## src/stream_pkg.sv

```systemverilog
package stream_pkg;

  // Payload word width in bits
  localparam int DATA_W = 32;

  // One payload word
  typedef logic [DATA_W-1:0] word_t;

  // One stream beat as stored by every FIFO stage
  typedef struct packed {
    word_t data;
    logic  last;
  } beat_t;

  // Width of the space and occupied counts
  localparam int FILL_W = 16;

  // Entry count as reported by each FIFO
  typedef logic [FILL_W-1:0] fill_t;

  // Occupied count of every stage in the chain
  typedef struct packed {
    fill_t stage0;
    fill_t stage1;
    fill_t stage2;
  } chain_level_t;

  // Log2 depth of each chain stage
  // 0 is a single register, 1 a skid pair, 4 a 16-entry shift register
  localparam int STAGE0_SIZE = 0;
  localparam int STAGE1_SIZE = 1;
  localparam int STAGE2_SIZE = 4;

  // Total beats the chain can hold (1 + 2 + 16)
  localparam int CHAIN_DEPTH = 19;

endpackage

```

## src/axi_fifo_flop.sv

```systemverilog
`timescale 1ns/1ps

module axi_fifo_flop
  import stream_pkg::*;
(
  input  logic  clk,
  input  logic  i_arst_n,
  input  logic  i_clear,
  input  beat_t i_in_tdata,
  input  logic  i_in_tvalid,
  output logic  o_in_tready,
  output beat_t o_out_tdata,
  output logic  o_out_tvalid,
  input  logic  i_out_tready,
  output logic  o_space,
  output logic  o_occupied
);

  beat_t data_q;
  logic  full_q;
  logic  in_fire;
  logic  out_fire;

  // Accept when empty or when the held beat leaves this cycle
  assign o_in_tready = !full_q || i_out_tready;
  assign in_fire     = i_in_tvalid && o_in_tready;
  assign out_fire    = full_q && i_out_tready;

  // Full flag
  always_ff @(posedge clk or negedge i_arst_n) begin
    if (!i_arst_n) begin
      full_q <= 1'b0;
    end else if (i_clear) begin
      full_q <= 1'b0;
    end else if (in_fire) begin
      full_q <= 1'b1;
    end else if (out_fire) begin
      full_q <= 1'b0;
    end
  end

  // Payload register loads on every accepted beat
  always_ff @(posedge clk) begin
    if (in_fire) begin
      data_q <= i_in_tdata;
    end
  end

  assign o_out_tdata  = data_q;
  assign o_out_tvalid = full_q;
  assign o_space      = !full_q;
  assign o_occupied   = full_q;

  // A stalled beat stays put until taken
  a_stall_stable : assert property (
    @(posedge clk) disable iff (!i_arst_n)
    (o_out_tvalid && !i_out_tready && !i_clear) |=> (o_out_tvalid && $stable(o_out_tdata))
  ) else $error("axi_fifo_flop output changed while stalled");

endmodule

```

## src/axi_fifo_flop2.sv

```systemverilog
`timescale 1ns/1ps

module axi_fifo_flop2
  import stream_pkg::*;
(
  input  logic       clk,
  input  logic       i_arst_n,
  input  logic       i_clear,
  input  beat_t      i_in_tdata,
  input  logic       i_in_tvalid,
  output logic       o_in_tready,
  output beat_t      o_out_tdata,
  output logic       o_out_tvalid,
  input  logic       i_out_tready,
  output logic [1:0] o_space,
  output logic [1:0] o_occupied
);

  beat_t main_q;
  beat_t skid_q;
  logic  main_valid_q;
  logic  skid_valid_q;
  logic  ready_q;
  logic  main_valid_d;
  logic  skid_valid_d;
  logic  in_fire;
  logic  out_fire;
  logic  main_load;
  logic  skid_load;
  logic  main_from_skid;

  // Ready comes straight from a flop
  assign in_fire  = i_in_tvalid && ready_q;
  assign out_fire = main_valid_q && i_out_tready;

  // Next state for the main and skid slots
  always_comb begin
    main_valid_d   = main_valid_q;
    skid_valid_d   = skid_valid_q;
    main_load      = 1'b0;
    skid_load      = 1'b0;
    main_from_skid = 1'b0;
    if (out_fire) begin
      if (skid_valid_q) begin
        // Parked beat moves forward
        main_from_skid = 1'b1;
        skid_valid_d   = 1'b0;
      end else begin
        // Refill from the input or go empty
        main_load    = in_fire;
        main_valid_d = in_fire;
      end
    end else if (in_fire) begin
      if (main_valid_q) begin
        // Output stalled so park the new beat
        skid_load    = 1'b1;
        skid_valid_d = 1'b1;
      end else begin
        main_load    = 1'b1;
        main_valid_d = 1'b1;
      end
    end
  end

  // Control flops
  always_ff @(posedge clk or negedge i_arst_n) begin
    if (!i_arst_n) begin
      main_valid_q <= 1'b0;
      skid_valid_q <= 1'b0;
      ready_q      <= 1'b1;
    end else if (i_clear) begin
      main_valid_q <= 1'b0;
      skid_valid_q <= 1'b0;
      ready_q      <= 1'b1;
    end else begin
      main_valid_q <= main_valid_d;
      skid_valid_q <= skid_valid_d;
      // Room stays while the skid slot is free
      ready_q      <= !skid_valid_d;
    end
  end

  // Payload registers
  always_ff @(posedge clk) begin
    if (main_from_skid) begin
      main_q <= skid_q;
    end else if (main_load) begin
      main_q <= i_in_tdata;
    end
    if (skid_load) begin
      skid_q <= i_in_tdata;
    end
  end

  assign o_in_tready  = ready_q;
  assign o_out_tdata  = main_q;
  assign o_out_tvalid = main_valid_q;
  assign o_occupied   = {1'b0, main_valid_q} + {1'b0, skid_valid_q};
  assign o_space      = 2'd2 - o_occupied;

  // Registered ready must track the skid slot
  a_skid_no_overwrite : assert property (
    @(posedge clk) disable iff (!i_arst_n)
    skid_load |-> !skid_valid_q
  ) else $error("axi_fifo_flop2 skid register written while full");

endmodule

```

## src/axi_fifo_short.sv

```systemverilog
`timescale 1ns/1ps

module axi_fifo_short
  import stream_pkg::*;
#(
  parameter int SIZE = 5
) (
  input  logic       clk,
  input  logic       i_arst_n,
  input  logic       i_clear,
  input  beat_t      i_in_tdata,
  input  logic       i_in_tvalid,
  output logic       o_in_tready,
  output beat_t      o_out_tdata,
  output logic       o_out_tvalid,
  input  logic       i_out_tready,
  output logic [5:0] o_space,
  output logic [5:0] o_occupied
);

  localparam int DEPTH = 2 ** SIZE;
  localparam int CNT_W = SIZE + 1;

  // EMPTY nothing held, PRIMED only the output register, RUNNING entries queued
  typedef enum logic [1:0] {
    EMPTY,
    PRIMED,
    RUNNING
  } fifo_state_t;

  fifo_state_t      state_q;
  fifo_state_t      state_d;
  beat_t            srl_q [DEPTH];
  beat_t            out_q;
  logic [CNT_W-1:0] cnt_q;
  logic [CNT_W-1:0] cnt_d;
  logic [SIZE-1:0]  rd_idx;
  logic             out_valid;
  logic             out_valid_d;
  logic             out_take;
  logic             in_fire;
  logic             pop;
  logic             bypass;

  assign out_valid = (state_q != EMPTY);

  // Output register plus queued entries
  assign o_occupied  = 6'(cnt_q) + 6'(out_valid);
  assign o_space     = 6'(DEPTH) - o_occupied;
  assign o_in_tready = (o_occupied < 6'(DEPTH));

  assign in_fire  = i_in_tvalid && o_in_tready;
  // Output register free now or freed this cycle
  assign out_take = !out_valid || i_out_tready;
  // Oldest queued entry sits at the highest used index
  assign pop      = out_take && (state_q == RUNNING);
  // Nothing queued so the input goes straight to the output register
  assign bypass   = out_take && (state_q != RUNNING) && in_fire;
  assign rd_idx   = SIZE'(cnt_q - 1'b1);

  always_comb begin
    cnt_d = cnt_q;
    if (in_fire && !bypass) begin
      cnt_d = cnt_d + 1'b1;
    end
    if (pop) begin
      cnt_d = cnt_d - 1'b1;
    end
    if (out_take) begin
      out_valid_d = pop || bypass;
    end else begin
      out_valid_d = 1'b1;
    end
    if (!out_valid_d) begin
      state_d = EMPTY;
    end else if (cnt_d == '0) begin
      state_d = PRIMED;
    end else begin
      state_d = RUNNING;
    end
  end

  // State and read index
  always_ff @(posedge clk or negedge i_arst_n) begin
    if (!i_arst_n) begin
      state_q <= EMPTY;
      cnt_q   <= '0;
    end else if (i_clear) begin
      state_q <= EMPTY;
      cnt_q   <= '0;
    end else begin
      state_q <= state_d;
      cnt_q   <= cnt_d;
    end
  end

  // Shift register written at the head on every accept
  always_ff @(posedge clk) begin
    if (in_fire) begin
      srl_q[0] <= i_in_tdata;
      for (int i = 1; i < DEPTH; i++) begin
        srl_q[i] <= srl_q[i-1];
      end
    end
  end

  // Output register
  always_ff @(posedge clk) begin
    if (pop) begin
      out_q <= srl_q[rd_idx];
    end else if (bypass) begin
      out_q <= i_in_tdata;
    end
  end

  assign o_out_tdata  = out_q;
  assign o_out_tvalid = out_valid;

  // Read index stays inside the shift register
  a_idx_range : assert property (
    @(posedge clk) disable iff (!i_arst_n)
    cnt_q <= CNT_W'(DEPTH)
  ) else $error("axi_fifo_short read index beyond capacity");

  // A queued write lands behind a loaded output register with room left
  a_no_write_full : assert property (
    @(posedge clk) disable iff (!i_arst_n)
    (in_fire && !bypass) |-> (out_valid && (cnt_q < CNT_W'(DEPTH - 1)))
  ) else $error("axi_fifo_short queued write while full");

endmodule

```

## src/axi_fifo.sv

```systemverilog
`timescale 1ns/1ps

module axi_fifo
  import stream_pkg::*;
#(
  parameter int SIZE = 5
) (
  input  logic  clk,
  input  logic  i_arst_n,
  input  logic  i_clear,
  input  beat_t i_in_tdata,
  input  logic  i_in_tvalid,
  output logic  o_in_tready,
  output beat_t o_out_tdata,
  output logic  o_out_tvalid,
  input  logic  i_out_tready,
  output fill_t o_space,
  output fill_t o_occupied
);

  // Only register and shift-register variants exist
  if (SIZE > 5) begin : gen_size_check
    $fatal(1, "axi_fifo SIZE %0d above 5 is not supported", SIZE);
  end

  if (SIZE < 0) begin : gen_no_fifo
    // Straight wires and no storage
    assign o_out_tdata  = i_in_tdata;
    assign o_out_tvalid = i_in_tvalid;
    assign o_in_tready  = i_out_tready;
    assign o_space      = '0;
    assign o_occupied   = '0;
  end else if (SIZE == 0) begin : gen_fifo_flop
    logic space_1;
    logic occupied_1;

    axi_fifo_flop fifo_flop_i (
      .clk          (clk),
      .i_arst_n     (i_arst_n),
      .i_clear      (i_clear),
      .i_in_tdata   (i_in_tdata),
      .i_in_tvalid  (i_in_tvalid),
      .o_in_tready  (o_in_tready),
      .o_out_tdata  (o_out_tdata),
      .o_out_tvalid (o_out_tvalid),
      .i_out_tready (i_out_tready),
      .o_space      (space_1),
      .o_occupied   (occupied_1)
    );

    // Zero-extend to the common count width
    assign o_space    = fill_t'(space_1);
    assign o_occupied = fill_t'(occupied_1);
  end else if (SIZE == 1) begin : gen_fifo_flop2
    logic [1:0] space_2;
    logic [1:0] occupied_2;

    axi_fifo_flop2 fifo_flop2_i (
      .clk          (clk),
      .i_arst_n     (i_arst_n),
      .i_clear      (i_clear),
      .i_in_tdata   (i_in_tdata),
      .i_in_tvalid  (i_in_tvalid),
      .o_in_tready  (o_in_tready),
      .o_out_tdata  (o_out_tdata),
      .o_out_tvalid (o_out_tvalid),
      .i_out_tready (i_out_tready),
      .o_space      (space_2),
      .o_occupied   (occupied_2)
    );

    assign o_space    = fill_t'(space_2);
    assign o_occupied = fill_t'(occupied_2);
  end else begin : gen_fifo_short
    logic [5:0] space_6;
    logic [5:0] occupied_6;

    axi_fifo_short #(
      .SIZE (SIZE)
    ) fifo_short_i (
      .clk          (clk),
      .i_arst_n     (i_arst_n),
      .i_clear      (i_clear),
      .i_in_tdata   (i_in_tdata),
      .i_in_tvalid  (i_in_tvalid),
      .o_in_tready  (o_in_tready),
      .o_out_tdata  (o_out_tdata),
      .o_out_tvalid (o_out_tvalid),
      .i_out_tready (i_out_tready),
      .o_space      (space_6),
      .o_occupied   (occupied_6)
    );

    assign o_space    = fill_t'(space_6);
    assign o_occupied = fill_t'(occupied_6);
  end

endmodule

```

## src/stream_buffer_chain.sv

```systemverilog
`timescale 1ns/1ps

module stream_buffer_chain
  import stream_pkg::*;
(
  input  logic         clk,
  input  logic         i_arst_n,
  input  logic         i_clear,
  input  beat_t        i_in_tdata,
  input  logic         i_in_tvalid,
  output logic         o_in_tready,
  output beat_t        o_out_tdata,
  output logic         o_out_tvalid,
  input  logic         i_out_tready,
  output fill_t        o_space,
  output chain_level_t o_level
);

  // Stage 0 to stage 1 link
  beat_t s01_tdata;
  logic  s01_tvalid;
  logic  s01_tready;
  // Stage 1 to stage 2 link
  beat_t s12_tdata;
  logic  s12_tvalid;
  logic  s12_tready;

  // Single register at the chain input
  axi_fifo #(
    .SIZE (STAGE0_SIZE)
  ) stage0_i (
    .clk          (clk),
    .i_arst_n     (i_arst_n),
    .i_clear      (i_clear),
    .i_in_tdata   (i_in_tdata),
    .i_in_tvalid  (i_in_tvalid),
    .o_in_tready  (o_in_tready),
    .o_out_tdata  (s01_tdata),
    .o_out_tvalid (s01_tvalid),
    .i_out_tready (s01_tready),
    .o_space      (o_space),
    .o_occupied   (o_level.stage0)
  );

  // Skid pair breaks the ready path
  axi_fifo #(
    .SIZE (STAGE1_SIZE)
  ) stage1_i (
    .clk          (clk),
    .i_arst_n     (i_arst_n),
    .i_clear      (i_clear),
    .i_in_tdata   (s01_tdata),
    .i_in_tvalid  (s01_tvalid),
    .o_in_tready  (s01_tready),
    .o_out_tdata  (s12_tdata),
    .o_out_tvalid (s12_tvalid),
    .i_out_tready (s12_tready),
    .o_space      (),
    .o_occupied   (o_level.stage1)
  );

  // Deep shift-register buffer at the chain output
  axi_fifo #(
    .SIZE (STAGE2_SIZE)
  ) stage2_i (
    .clk          (clk),
    .i_arst_n     (i_arst_n),
    .i_clear      (i_clear),
    .i_in_tdata   (s12_tdata),
    .i_in_tvalid  (s12_tvalid),
    .o_in_tready  (s12_tready),
    .o_out_tdata  (o_out_tdata),
    .o_out_tvalid (o_out_tvalid),
    .i_out_tready (i_out_tready),
    .o_space      (),
    .o_occupied   (o_level.stage2)
  );

  // Summed stage occupancy never beyond the chain capacity
  a_chain_capacity : assert property (
    @(posedge clk) disable iff (!i_arst_n)
    (int'(o_level.stage0) + int'(o_level.stage1) + int'(o_level.stage2)) <= CHAIN_DEPTH
  ) else $error("stream_buffer_chain holds more than CHAIN_DEPTH beats");

endmodule

```

## config.mk

```make
export PLATFORM = sky130hd
export DESIGN_NAME = stream_buffer_chain
export DESIGN_NICKNAME = d
export VERILOG_FILES = /design/src/stream_pkg.sv /design/src/axi_fifo_flop.sv /design/src/axi_fifo_flop2.sv /design/src/axi_fifo_short.sv /design/src/axi_fifo.sv /design/src/stream_buffer_chain.sv
export SDC_FILE = /design/constraint.sdc
export NUM_CORES = 1
export LEC_CHECK = 0
export ABC_CLOCK_PERIOD_IN_PS = 14750
export BUFFER_PORTS_ARGS = -buffer_cell sky130_fd_sc_hd__buf_2
export CORE_UTILIZATION = 49
export DETAILED_ROUTE_END_ITERATION = 12
export PLACE_DENSITY = 0.79
export SLEW_MARGIN = 30
export SYNTH_ARGS = -nofsm -noshare
export SYNTH_HDL_FRONTEND = slang
export SYNTH_SLANG_ARGS = --single-unit
export TNS_END_PERCENT = 1
```

## constraint.sdc

```tcl
create_clock -name clk -period 14.75 [get_ports clk]
set_clock_uncertainty 0.15 [all_clocks]
set_input_delay 2.2125 -clock clk [delete_from_list [all_inputs] [get_ports clk]]
set_output_delay 2.2125 -clock clk [all_outputs]
set_load 0.01 [all_outputs]
```

==> results of run 1 <==
## how the worst min path moves through the flow
stage | end | slack, ps | cells past startpoint
final | stage1_i.gen_fifo_flop2.fifo_flop2_i.skid_q[28] | 290 | 0
after global routing | stage2_i.gen_fifo_short.fifo_short_i.srl_q[10][0] | 300 | 0
after CTS | stage2_i.gen_fifo_short.fifo_short_i.srl_q[10][0] | 290 | 0
after detailed placement | stage1_i.gen_fifo_flop2.fifo_flop2_i.skid_q[28] | 280 | 0
after global placement | stage2_i.gen_fifo_short.fifo_short_i.srl_q[2][29] | 270 | 0
after floorplan | stage1_i.gen_fifo_flop2.fifo_flop2_i.skid_q[10] | 270 | 0
## per-layer routing
metal | GRT usage (%) | vias up
met2 | 28.0 | 377
met5 | 0 | -
li1 | - | 4752
met4 | 4.56 | 0
met1 | 23.9 | 5953
met3 | 2.34 | 58
## registers in the layout (all words and copies together) (netlist names)
register / cells
stage0_i.gen_fifo_flop.fifo_flop_i.o_occupied: 1
stage0_i.gen_fifo_flop.fifo_flop_i.o_out_tdata: 33
stage1_i.gen_fifo_flop2.fifo_flop2_i.o_in_tready: 1
stage1_i.gen_fifo_flop2.fifo_flop2_i.o_out_tdata: 33
stage1_i.gen_fifo_flop2.fifo_flop2_i.o_out_tvalid: 1
stage1_i.gen_fifo_flop2.fifo_flop2_i.skid_q: 33
stage1_i.gen_fifo_flop2.fifo_flop2_i.skid_valid_q: 1
stage2_i.gen_fifo_short.fifo_short_i.cnt_q: 5
stage2_i.gen_fifo_short.fifo_short_i.o_out_tdata: 33
stage2_i.gen_fifo_short.fifo_short_i.srl_q: 528
stage2_i.gen_fifo_short.fifo_short_i.state_q: 2
## logic make-up after synthesis
group | Yosys count
simple gates | 47
fa+ha+maj | 6
flops | 671
compound gates | 27
buf+inv | 115
mux | 233
xor+xnor | 11
other cells | 1
## cell type report
cell class                 instances  area, sq um
sequential                       671        20100
clock inverter                    36          260
multi-input combinational        378         5330
tap                              680          851
fill                            3744        23000
inverter                           9         37.5
timing repair buffer             101          621
clock buffer                      75         1560
## metrics by stage
stage	util, %	cells
global placement	51.9	1836
global route	55.6	1950
CTS	55.5	1949
floorplan	-	1164
detailed placement	52.0	1838
finish	55.6	1950
## power by group through the flow
stage | logic [W] | registers (W) | clock network, W
CTS | 0.000126 | 0.00222 | 0.00149
finish | 0.000125 | 0.00222 | 0.00146
global placement | 0.000120 | 0.00225 | 0
global route | 0.000136 | 0.00222 | 0.00156
detailed placement | 0.000125 | 0.00226 | 0
floorplan | 0.0000930 | 0.00227 | 0
## placed cells by master (no fill, tap or decap), drive strengths merged, types with 2 or more instances in the layout
cell type  Yosys  routed
a211oi         2       2
a21oi         11      11
and2           2       2
and3           4       4
buf           80     101
bufinv         0       3
clkbuf        26      75
clkinv         0      27
clkinvlp       0       5
conb           1      54
dfrtp         10      10
edfxtp       660     660
ha             6       6
inv            9      10
mux2          66      66
mux2i          2       2
mux4         165     165
nand2          9       9
nand2b         2       2
nand3          4       4
nor2           9       9
nor2b          2       2
nor3           4       4
o211ai         3       3
o21ai          7       7
or2            2       2
or3            3       3
or4            2       2
xnor2          5       5
xor2           6       6
## critical path: stages, from the launching register on
cell                         delay [ps]
sky130_fd_sc_hd__dfrtp_4            790
sky130_fd_sc_hd__ha_1               300
sky130_fd_sc_hd__ha_1               220
sky130_fd_sc_hd__and3_1             270
sky130_fd_sc_hd__nand4_1            260
sky130_fd_sc_hd__and2_1             350
sky130_fd_sc_hd__clkinvlp_4         680
sky130_fd_sc_hd__buf_6              640
sky130_fd_sc_hd__buf_4              870
==> metrics.md, run 1 <==
| Metric | Value |
|---|---|
| Full die area | `between 50000 and 60000 sq um` |
| Warnings from Yosys | `0` |
| Number of detailed-routing iterations run before antenna repair | `5` |
| Antenna cells | `0` |
| Crit path setup slack, layout | `9720 ps` |
| RSZ-0062 raised after global routing | `false` |
| Met2 wirelength from detailed routing | `22500 um` |
| Root buffer selected by CTS | `sky130_fd_sc_hd__clkbuf_16` |
| Total routing resource utilization after global routing | `16.9%` |
| Proportion of power drawn by the clock network | `about two fifths` |
| Number of synthesized register bits | `about 670` |
| Arr. time, crit path | `5090 ps` |
| Worst-margin pin slew | `975 ps` |
| Worst-path maximum fanout | `80` |
| Classification of the worst setup path | `reg -> reg` |
| Met1 Routed Length | `19200 um` |
| Launch point of the worst hold path | `stage0_i.gen_fifo_flop.fifo_flop_i.o_out_tdata[28]` |
| Resize count post-CTS | `0` |
| Crit Reg-Reg Startpoint | `stage2_i.gen_fifo_short.fifo_short_i.cnt_q[0]` |
| Share of synthesized area spent on multiplexers | `roughly 17%` |
| Area fraction in and, or, nand and nor cells after synthesis | `less than 1%` |
| Latest clock arrival within the worst-skew pair | `600 ps` |
| Class of the worst hold path | `reg -> reg` |
| Cell types with the highest counts after synthesis | `sky130_fd_sc_hd__edfxtp_1 (660), sky130_fd_sc_hd__mux4_2 (165), sky130_fd_sc_hd__buf_4 (56), sky130_fd_sc_hd__mux2_2 (41), sky130_fd_sc_hd__clkbuf_1 (26)` |
| Rows | `83` |
| Number of setup buffers added after CTS | `0` |
| Gate power share | `3.3%` |
| Via count of the first global-routing pass | `11.4k` |
| Endpoint of the most critical setup path | `stage2_i.gen_fifo_short.fifo_short_i.srl_q[12][13]` |
| Cell variety after synth | `43` |
| Max rail drop VDD | `0.0796 mV` |
| Main combinational cell family by area after synthesis | `multiplexers` |
| Net Switching | `0.000774 W` |
| Compound-Gate Fraction of Synth Area | `0.649%` |
| Worst R2R End | `stage2_i.gen_fifo_short.fifo_short_i.srl_q[12][13]` |
| Avg Cell Area, Syn | `23.3 sq um` |
| Count of clock tree sinks | `between 600 and 700` |
| Vertical die dimension | `232 um` |
| Average routed wire per standard cell | `approximately 23 um` |
| Slack of the worst reg-to-reg path | `9720 ps` |
| Routed vias | `11.1k` |
| Placement Setup Slack | `between 9000 and 10000 ps` |
| Sw frac | `20.4%` |
| Die X-Extent | `between 200 and 250 um` |
| Share of synthesized flip-flops with an asynchronous set or reset | `1.64%` |
| Leak Pwr | `~9 nW` |
| Endpoint type of the worst setup path | `register` |
| Post-route DRC violation count | `0` |
| Post-synthesis xor/xnor area fraction | `less than 1%` |
| Maximum Capacitance Violations | `0` |
| Number of H-tree levels | `2` |
| Main area contributors after synthesis | `sky130_fd_sc_hd__edfxtp_1 (77%), sky130_fd_sc_hd__mux4_2 (14%), sky130_fd_sc_hd__mux2_2 (1.8%), sky130_fd_sc_hd__buf_4 (1.6%), sky130_fd_sc_hd__mux2_1 (1.1%)` |
| Normalized max-slew margin | `35.0%` |
| Req. time, crit path | `roughly 15000 ps` |
| Sum of negative setup slack | `0 ps` |
| Dominant cell by count in the synthesized netlist | `sky130_fd_sc_hd__edfxtp_1` |
| Post-synthesis share of cell area spent on full adders, half adders and majority gates | `0.290%` |
| Final Cell Area | `28800 sq um` |
| Part of the total power dissipated in sequential elements | `around 58%` |
| Area of the mapped netlist | `25800 sq um` |
| Category of the worst setup path launch point | `register` |
| Pin count of the biggest net entering global routing | `84` |
| Clock period minus final worst setup slack | `slightly above 5000 ps` |
| Hold Vio Cnt, Final | `0` |
| Total global routing overflow | `0` |
| Leading area contributor after synthesis | `sky130_fd_sc_hd__edfxtp_1` |
| Top layer in use | `met4` |
| Proportion of layout cells with a drive suffix above 1 | `31.4%` |
| Number of max-slew violations in the final report | `0` |
| Area growth from synthesis to layout | `11.3%` |
| Initial antenna violation count | `0` |
| Global-route wire length before repair | `69200 um` |
| Final ANT Viol Nets | `0` |
| Placeable Area | `51700 sq um` |
| Portion of synthesized cell area occupied by the leading cell type | `about 77%` |
| Wire length reported by the detailed router | `44600 um` |
| CTS max path bufs | `3` |
| # nets final | `1265` |
| Total power divided by cell area | `~130 nW/um^2` |
| Clock tree from TritonCTS | `yes` |
| Worst Hold Margin | `290 ps` |
| Worst Reg-to-Reg Cells | `8` |
| WL met3 | `~2100 um` |
| FMAX | `199 MHz` |
| Number of CTS-inserted buffers | `60` |
| Clock-pin slew of the registers on the worst-case setup and hold paths | `60 ps` |
| Cell area reported after detailed placement | `26900 sq um` |
| Period Utilization, post-route | `around 34%` |
| Crit path launch | `stage2_i.gen_fifo_short.fifo_short_i.cnt_q[0]` |
| RD Place Congestion | `roughly 0.76` |
| EDFF count, synth | `660` |
| HPWL after detailed placement | `23900 um` |
| Final setup violating endpoints | `0` |
| Number of vias per cell after detailed routing | `5.71` |
| Number of DRC markers in iteration 0 | `1073` |
| Port-buffer cells | `82` |
| Initial Utilization | `between 40 and 50%` |
| Number of hold buffers added after CTS | `0` |
| Most used flip-flop cell after synthesis | `sky130_fd_sc_hd__edfxtp_1` |
| Top Ports | `137` |
| Sequential element share of the synthesized area | `77.8%` |
| Run status | `complete, no violations` |
| Gate count after technology mapping | `between 1k and 1.5k` |
| Internal power | `0.00303 W` |
| Final Power | `between 0.003 and 0.004 W` |
Power figures use the tool's default switching activity.
==> run 2: changes to the inputs <==
ABC_CLOCK_PERIOD_IN_PS = 5110   (was 14750)
PLACE_DENSITY = 0.76   (was 0.79)
clock period = 5.11 ns   (was 14.75 ns; I/O delays follow)
==> metrics.md, run 2 (synthesis gave the netlist of run 1 again) <==
| Metric | Value |
|---|---|
| Run status | `complete, no violations` |
| Normalized max-slew margin | `44.2% (+9.1 points)` |
| Proportion of layout cells with a drive suffix above 1 | `32.9% (+1.5 points)` |
| Average routed wire per standard cell | `22.3 um (-2.7%)` |
| Worst Reg-to-Reg Cells | `11 (+3)` |
| Top Ports | `137 (unchanged)` |
| Initial Utilization | `50.0% (unchanged)` |
| Area growth from synthesis to layout | `13.2%` |
| Cell area reported after detailed placement | `27000 sq um (+0.54%)` |
| Count of fill cells added during filler insertion | `3683 (-1.6%)` |
| Arr. time, crit path | `4050 ps (-1040 ps)` |
| Class of the worst hold path | `in -> reg` |
| Proportion of power drawn by the clock network | `41.6% (+3.2 points)` |
| Max rail drop VDD | `0.202 mV (+150%)` |
| Worst-margin pin slew | `838 ps (-137 ps)` |
| Count of clock tree sinks | `671 (unchanged)` |
| Pin count of the biggest net entering global routing | `101 (+20%)` |
| CP bufs+invs | `3 (unchanged)` |
| Number of setup buffers added after CTS | `0 (unchanged)` |
| Internal power | `0.00929 W (+210%)` |
| Classification of the worst setup path | `reg -> reg` |
| Crit Reg-Reg Startpoint | `stage2_i.gen_fifo_short.fifo_short_i.state_q[0]` |
| Latest clock arrival within the worst-skew pair | `570 ps (-30 ps)` |
| Req. time, crit path | `5290 ps (-9520 ps)` |
| Library cell appearing most often on the critical path | `sky130_fd_sc_hd__ha_1` |
| Cell depth of the worst setup path | `11 (+3)` |
| Clock period minus final worst setup slack | `3870 ps (-1150 ps)` |
| Most common cell after layout, fill and taps aside | `sky130_fd_sc_hd__edfxtp_1` |
| Clock tree from TritonCTS | `yes` |
| Crit path launch | `stage2_i.gen_fifo_short.fifo_short_i.state_q[0]` |
| Category of the worst setup path launch point | `register` |
| Part of the total power dissipated in sequential elements | `55.1% (-3.2 points)` |
| Slack of the worst reg-to-reg path | `1240 ps (-8490 ps)` |
| Via count of the first global-routing pass | `11.6k (+1.6%)` |
| RD Place Congestion | `0.736 (-3.5%)` |
| Number of vias per cell after detailed routing | `5.68 (-0.57%)` |
| Vertical die dimension | `232 um (unchanged)` |
| Total global routing overflow | `0 (unchanged)` |
| Gate power share | `3.3% (about the same)` |
| Register with the most flip-flops | `stage2_i.gen_fifo_short.fifo_short_i.srl_q` |
| Full die area | `53700 sq um (unchanged)` |
| Slowest cell on the critical path | `sky130_fd_sc_hd__and2_1` |
| HPWL after detailed placement | `24100 um (+1.1%)` |
| Clock-pin slew of the registers on the worst-case setup and hold paths | `60 ps (about the same)` |
| Routed vias | `11.2k (+0.24%)` |
| Endpoint type of the worst setup path | `register` |
| Max incr delay on CP | `400 ps (-470 ps)` |
| Total power divided by cell area | `397 nW/um^2 (+200%)` |
| Cell-by-cell listing of the critical path | `or2_2 > ha_1 > ha_1 > and3_1 > nand4_1 > and2_1 > clkinvlp_4 > o21ai_0 > o21ai_4 > buf_16 > buf_12` |
| Post-route DRC violation count | `0 (unchanged)` |
| Period Utilization, post-route | `75.8% (+42 points)` |
| Die X-Extent | `232 um (unchanged)` |
| Rows | `83 (unchanged)` |
| Root buffer selected by CTS | `sky130_fd_sc_hd__clkbuf_16` |
| Net Switching | `0.00231 W (+200%)` |
| Category of cells accounting for the largest share of critical-path delay | `simple AND/OR/NAND/NOR gates` |
| Wire length reported by the detailed router | `43800 um (-1.9%)` |
| Antenna cells | `0 (unchanged)` |
| RSZ-0062 raised after global routing | `false` |
| Number of detailed-routing iterations run before antenna repair | `5 (unchanged)` |
| Initial antenna violation count | `0 (unchanged)` |
| Number of max-slew violations in the final report | `0 (unchanged)` |
| Leak Pwr | `9.37 nW (+2.7%)` |
| FMAX | `258 MHz (+30%)` |
| Most frequent cells in the layout | `sky130_fd_sc_hd__edfxtp_1 (660), sky130_fd_sc_hd__mux4_2 (165), sky130_fd_sc_hd__buf_2 (82)` |
| Max reg flops | `528 (unchanged)` |
| Number of H-tree levels | `3 (+1)` |
| Port-buffer cells | `82 (unchanged)` |
| Number of CTS-inserted buffers | `66 (+10%)` |
| Final ANT Viol Nets | `0 (unchanged)` |
| Sum of negative setup slack | `0 ps (unchanged)` |
| Final setup violating endpoints | `0 (unchanged)` |
| Finished Core Util | `56.6% (+0.96 points)` |
| Total routing resource utilization after global routing | `16.8% (-0.11 points)` |
| # nets final | `1279 (+1.1%)` |
| CTS max path bufs | `3 (unchanged)` |
| Worst-path maximum fanout | `16 (-80%)` |
| Hold Vio Cnt, Final | `0 (unchanged)` |
| Number of DRC markers in iteration 0 | `1034 (-3.6%)` |
| Final Cell Area | `29300 sq um (+1.7%)` |
| Global-route wire length before repair | `68800 um (-0.58%)` |
| Maximum Capacitance Violations | `0 (unchanged)` |
| Sw frac | `19.9% (-0.45 points)` |
| Placeable Area | `51700 sq um (unchanged)` |
run 2: power by group through the flow:
| stage | combinational [W] | clock [W] | sequential (W) |
|---|---|---|---|
| 2_1_floorplan | 0.000268 | 0 | 0.00654 |
| 3_3_place_gp | 0.000364 | 0 | 0.00650 |
| 3_5_place_dp | 0.000378 | 0 | 0.00651 |
| 4_1_cts | 0.000380 | 0.00495 | 0.00640 |
| 5_1_grt | 0.000409 | 0.00514 | 0.00642 |
| 6_report | 0.000377 | 0.00483 | 0.00640 |
run 2: cell type report:
cell class,count,area (sq um),area share (%)
Sequential cell,671,20100,68.7
Multi-Input combinational cell,378,5330,18.2
Clock buffer,82,1830,6.25
Tap cell,680,851,2.91
Timing Repair Buffer,109,764,2.61
Clock inverter,37,343,1.17
Inverter,9,37.5,0.128
run 2: stage by stage:
| step | cells | worst slack, ps | power (W) | hold WS [ps] |
|---|---|---|---|---|
| CTS | 1965 | 1150 | 0.0117 | 177 |
| floorplan | 1164 | -6100 | 0.00681 | 269 |
| finish | 1966 | 1240 | 0.0116 | 212 |
| global route | 1966 | 1010 | 0.0120 | 184 |
| detailed placement | 1845 | 1200 | 0.00689 | 277 |
| global placement | 1845 | 1280 | 0.00686 | 275 |
run 2: what timing repair did:
| item | 4_1_cts | 5_1_grt |
|---|---|---|
| gates resized for setup | 0 | 0 |
| hold buffers | 1 | 0 |
| hold endpoints to repair | 10 | 0 |
run 2: per-layer routing:
metal  global-route usage [%]  share of wire (%)  up-vias
li1                         -                  -     4785
met1                     24.4                 44     5943
met2                     25.9                 49      382
met3                     3.14                5.7       57
met4                     5.69                2.0        0
met5                        0                  0        -
run 2: how the worst min path moves through the flow:
stage               cells after the start                                                  to                                          startpoint  slack, ps
finish                                  1  stage0_i.gen_fifo_flop.fifo_flop_i.o_out_tdata[18]                                      i_in_tdata[18]        210
CTS                                     1  stage0_i.gen_fifo_flop.fifo_flop_i.o_out_tdata[18]                                      i_in_tdata[18]        180
floorplan                               0     stage1_i.gen_fifo_flop2.fifo_flop2_i.skid_q[10]  stage0_i.gen_fifo_flop.fifo_flop_i.o_out_tdata[10]        270
global route                            1  stage0_i.gen_fifo_flop.fifo_flop_i.o_out_tdata[18]                                      i_in_tdata[18]        180
detailed placement                      0  stage2_i.gen_fifo_short.fifo_short_i.srl_q[10][20]   stage2_i.gen_fifo_short.fifo_short_i.srl_q[9][20]        280
global placement                        0   stage2_i.gen_fifo_short.fifo_short_i.srl_q[6][26]   stage2_i.gen_fifo_short.fifo_short_i.srl_q[5][26]        280
run 2: worst reg2reg max path, cell delays in order, from the launching register on:
cell and delay (ps):
sky130_fd_sc_hd__dfrtp_1 380, sky130_fd_sc_hd__or2_2 350, sky130_fd_sc_hd__ha_1 230, sky130_fd_sc_hd__ha_1 230, sky130_fd_sc_hd__and3_1 230, sky130_fd_sc_hd__nand4_1 200, sky130_fd_sc_hd__and2_1 400, sky130_fd_sc_hd__clkinvlp_4 370
sky130_fd_sc_hd__o21ai_0 400, sky130_fd_sc_hd__o21ai_4 260, sky130_fd_sc_hd__buf_16 240, sky130_fd_sc_hd__buf_12 170
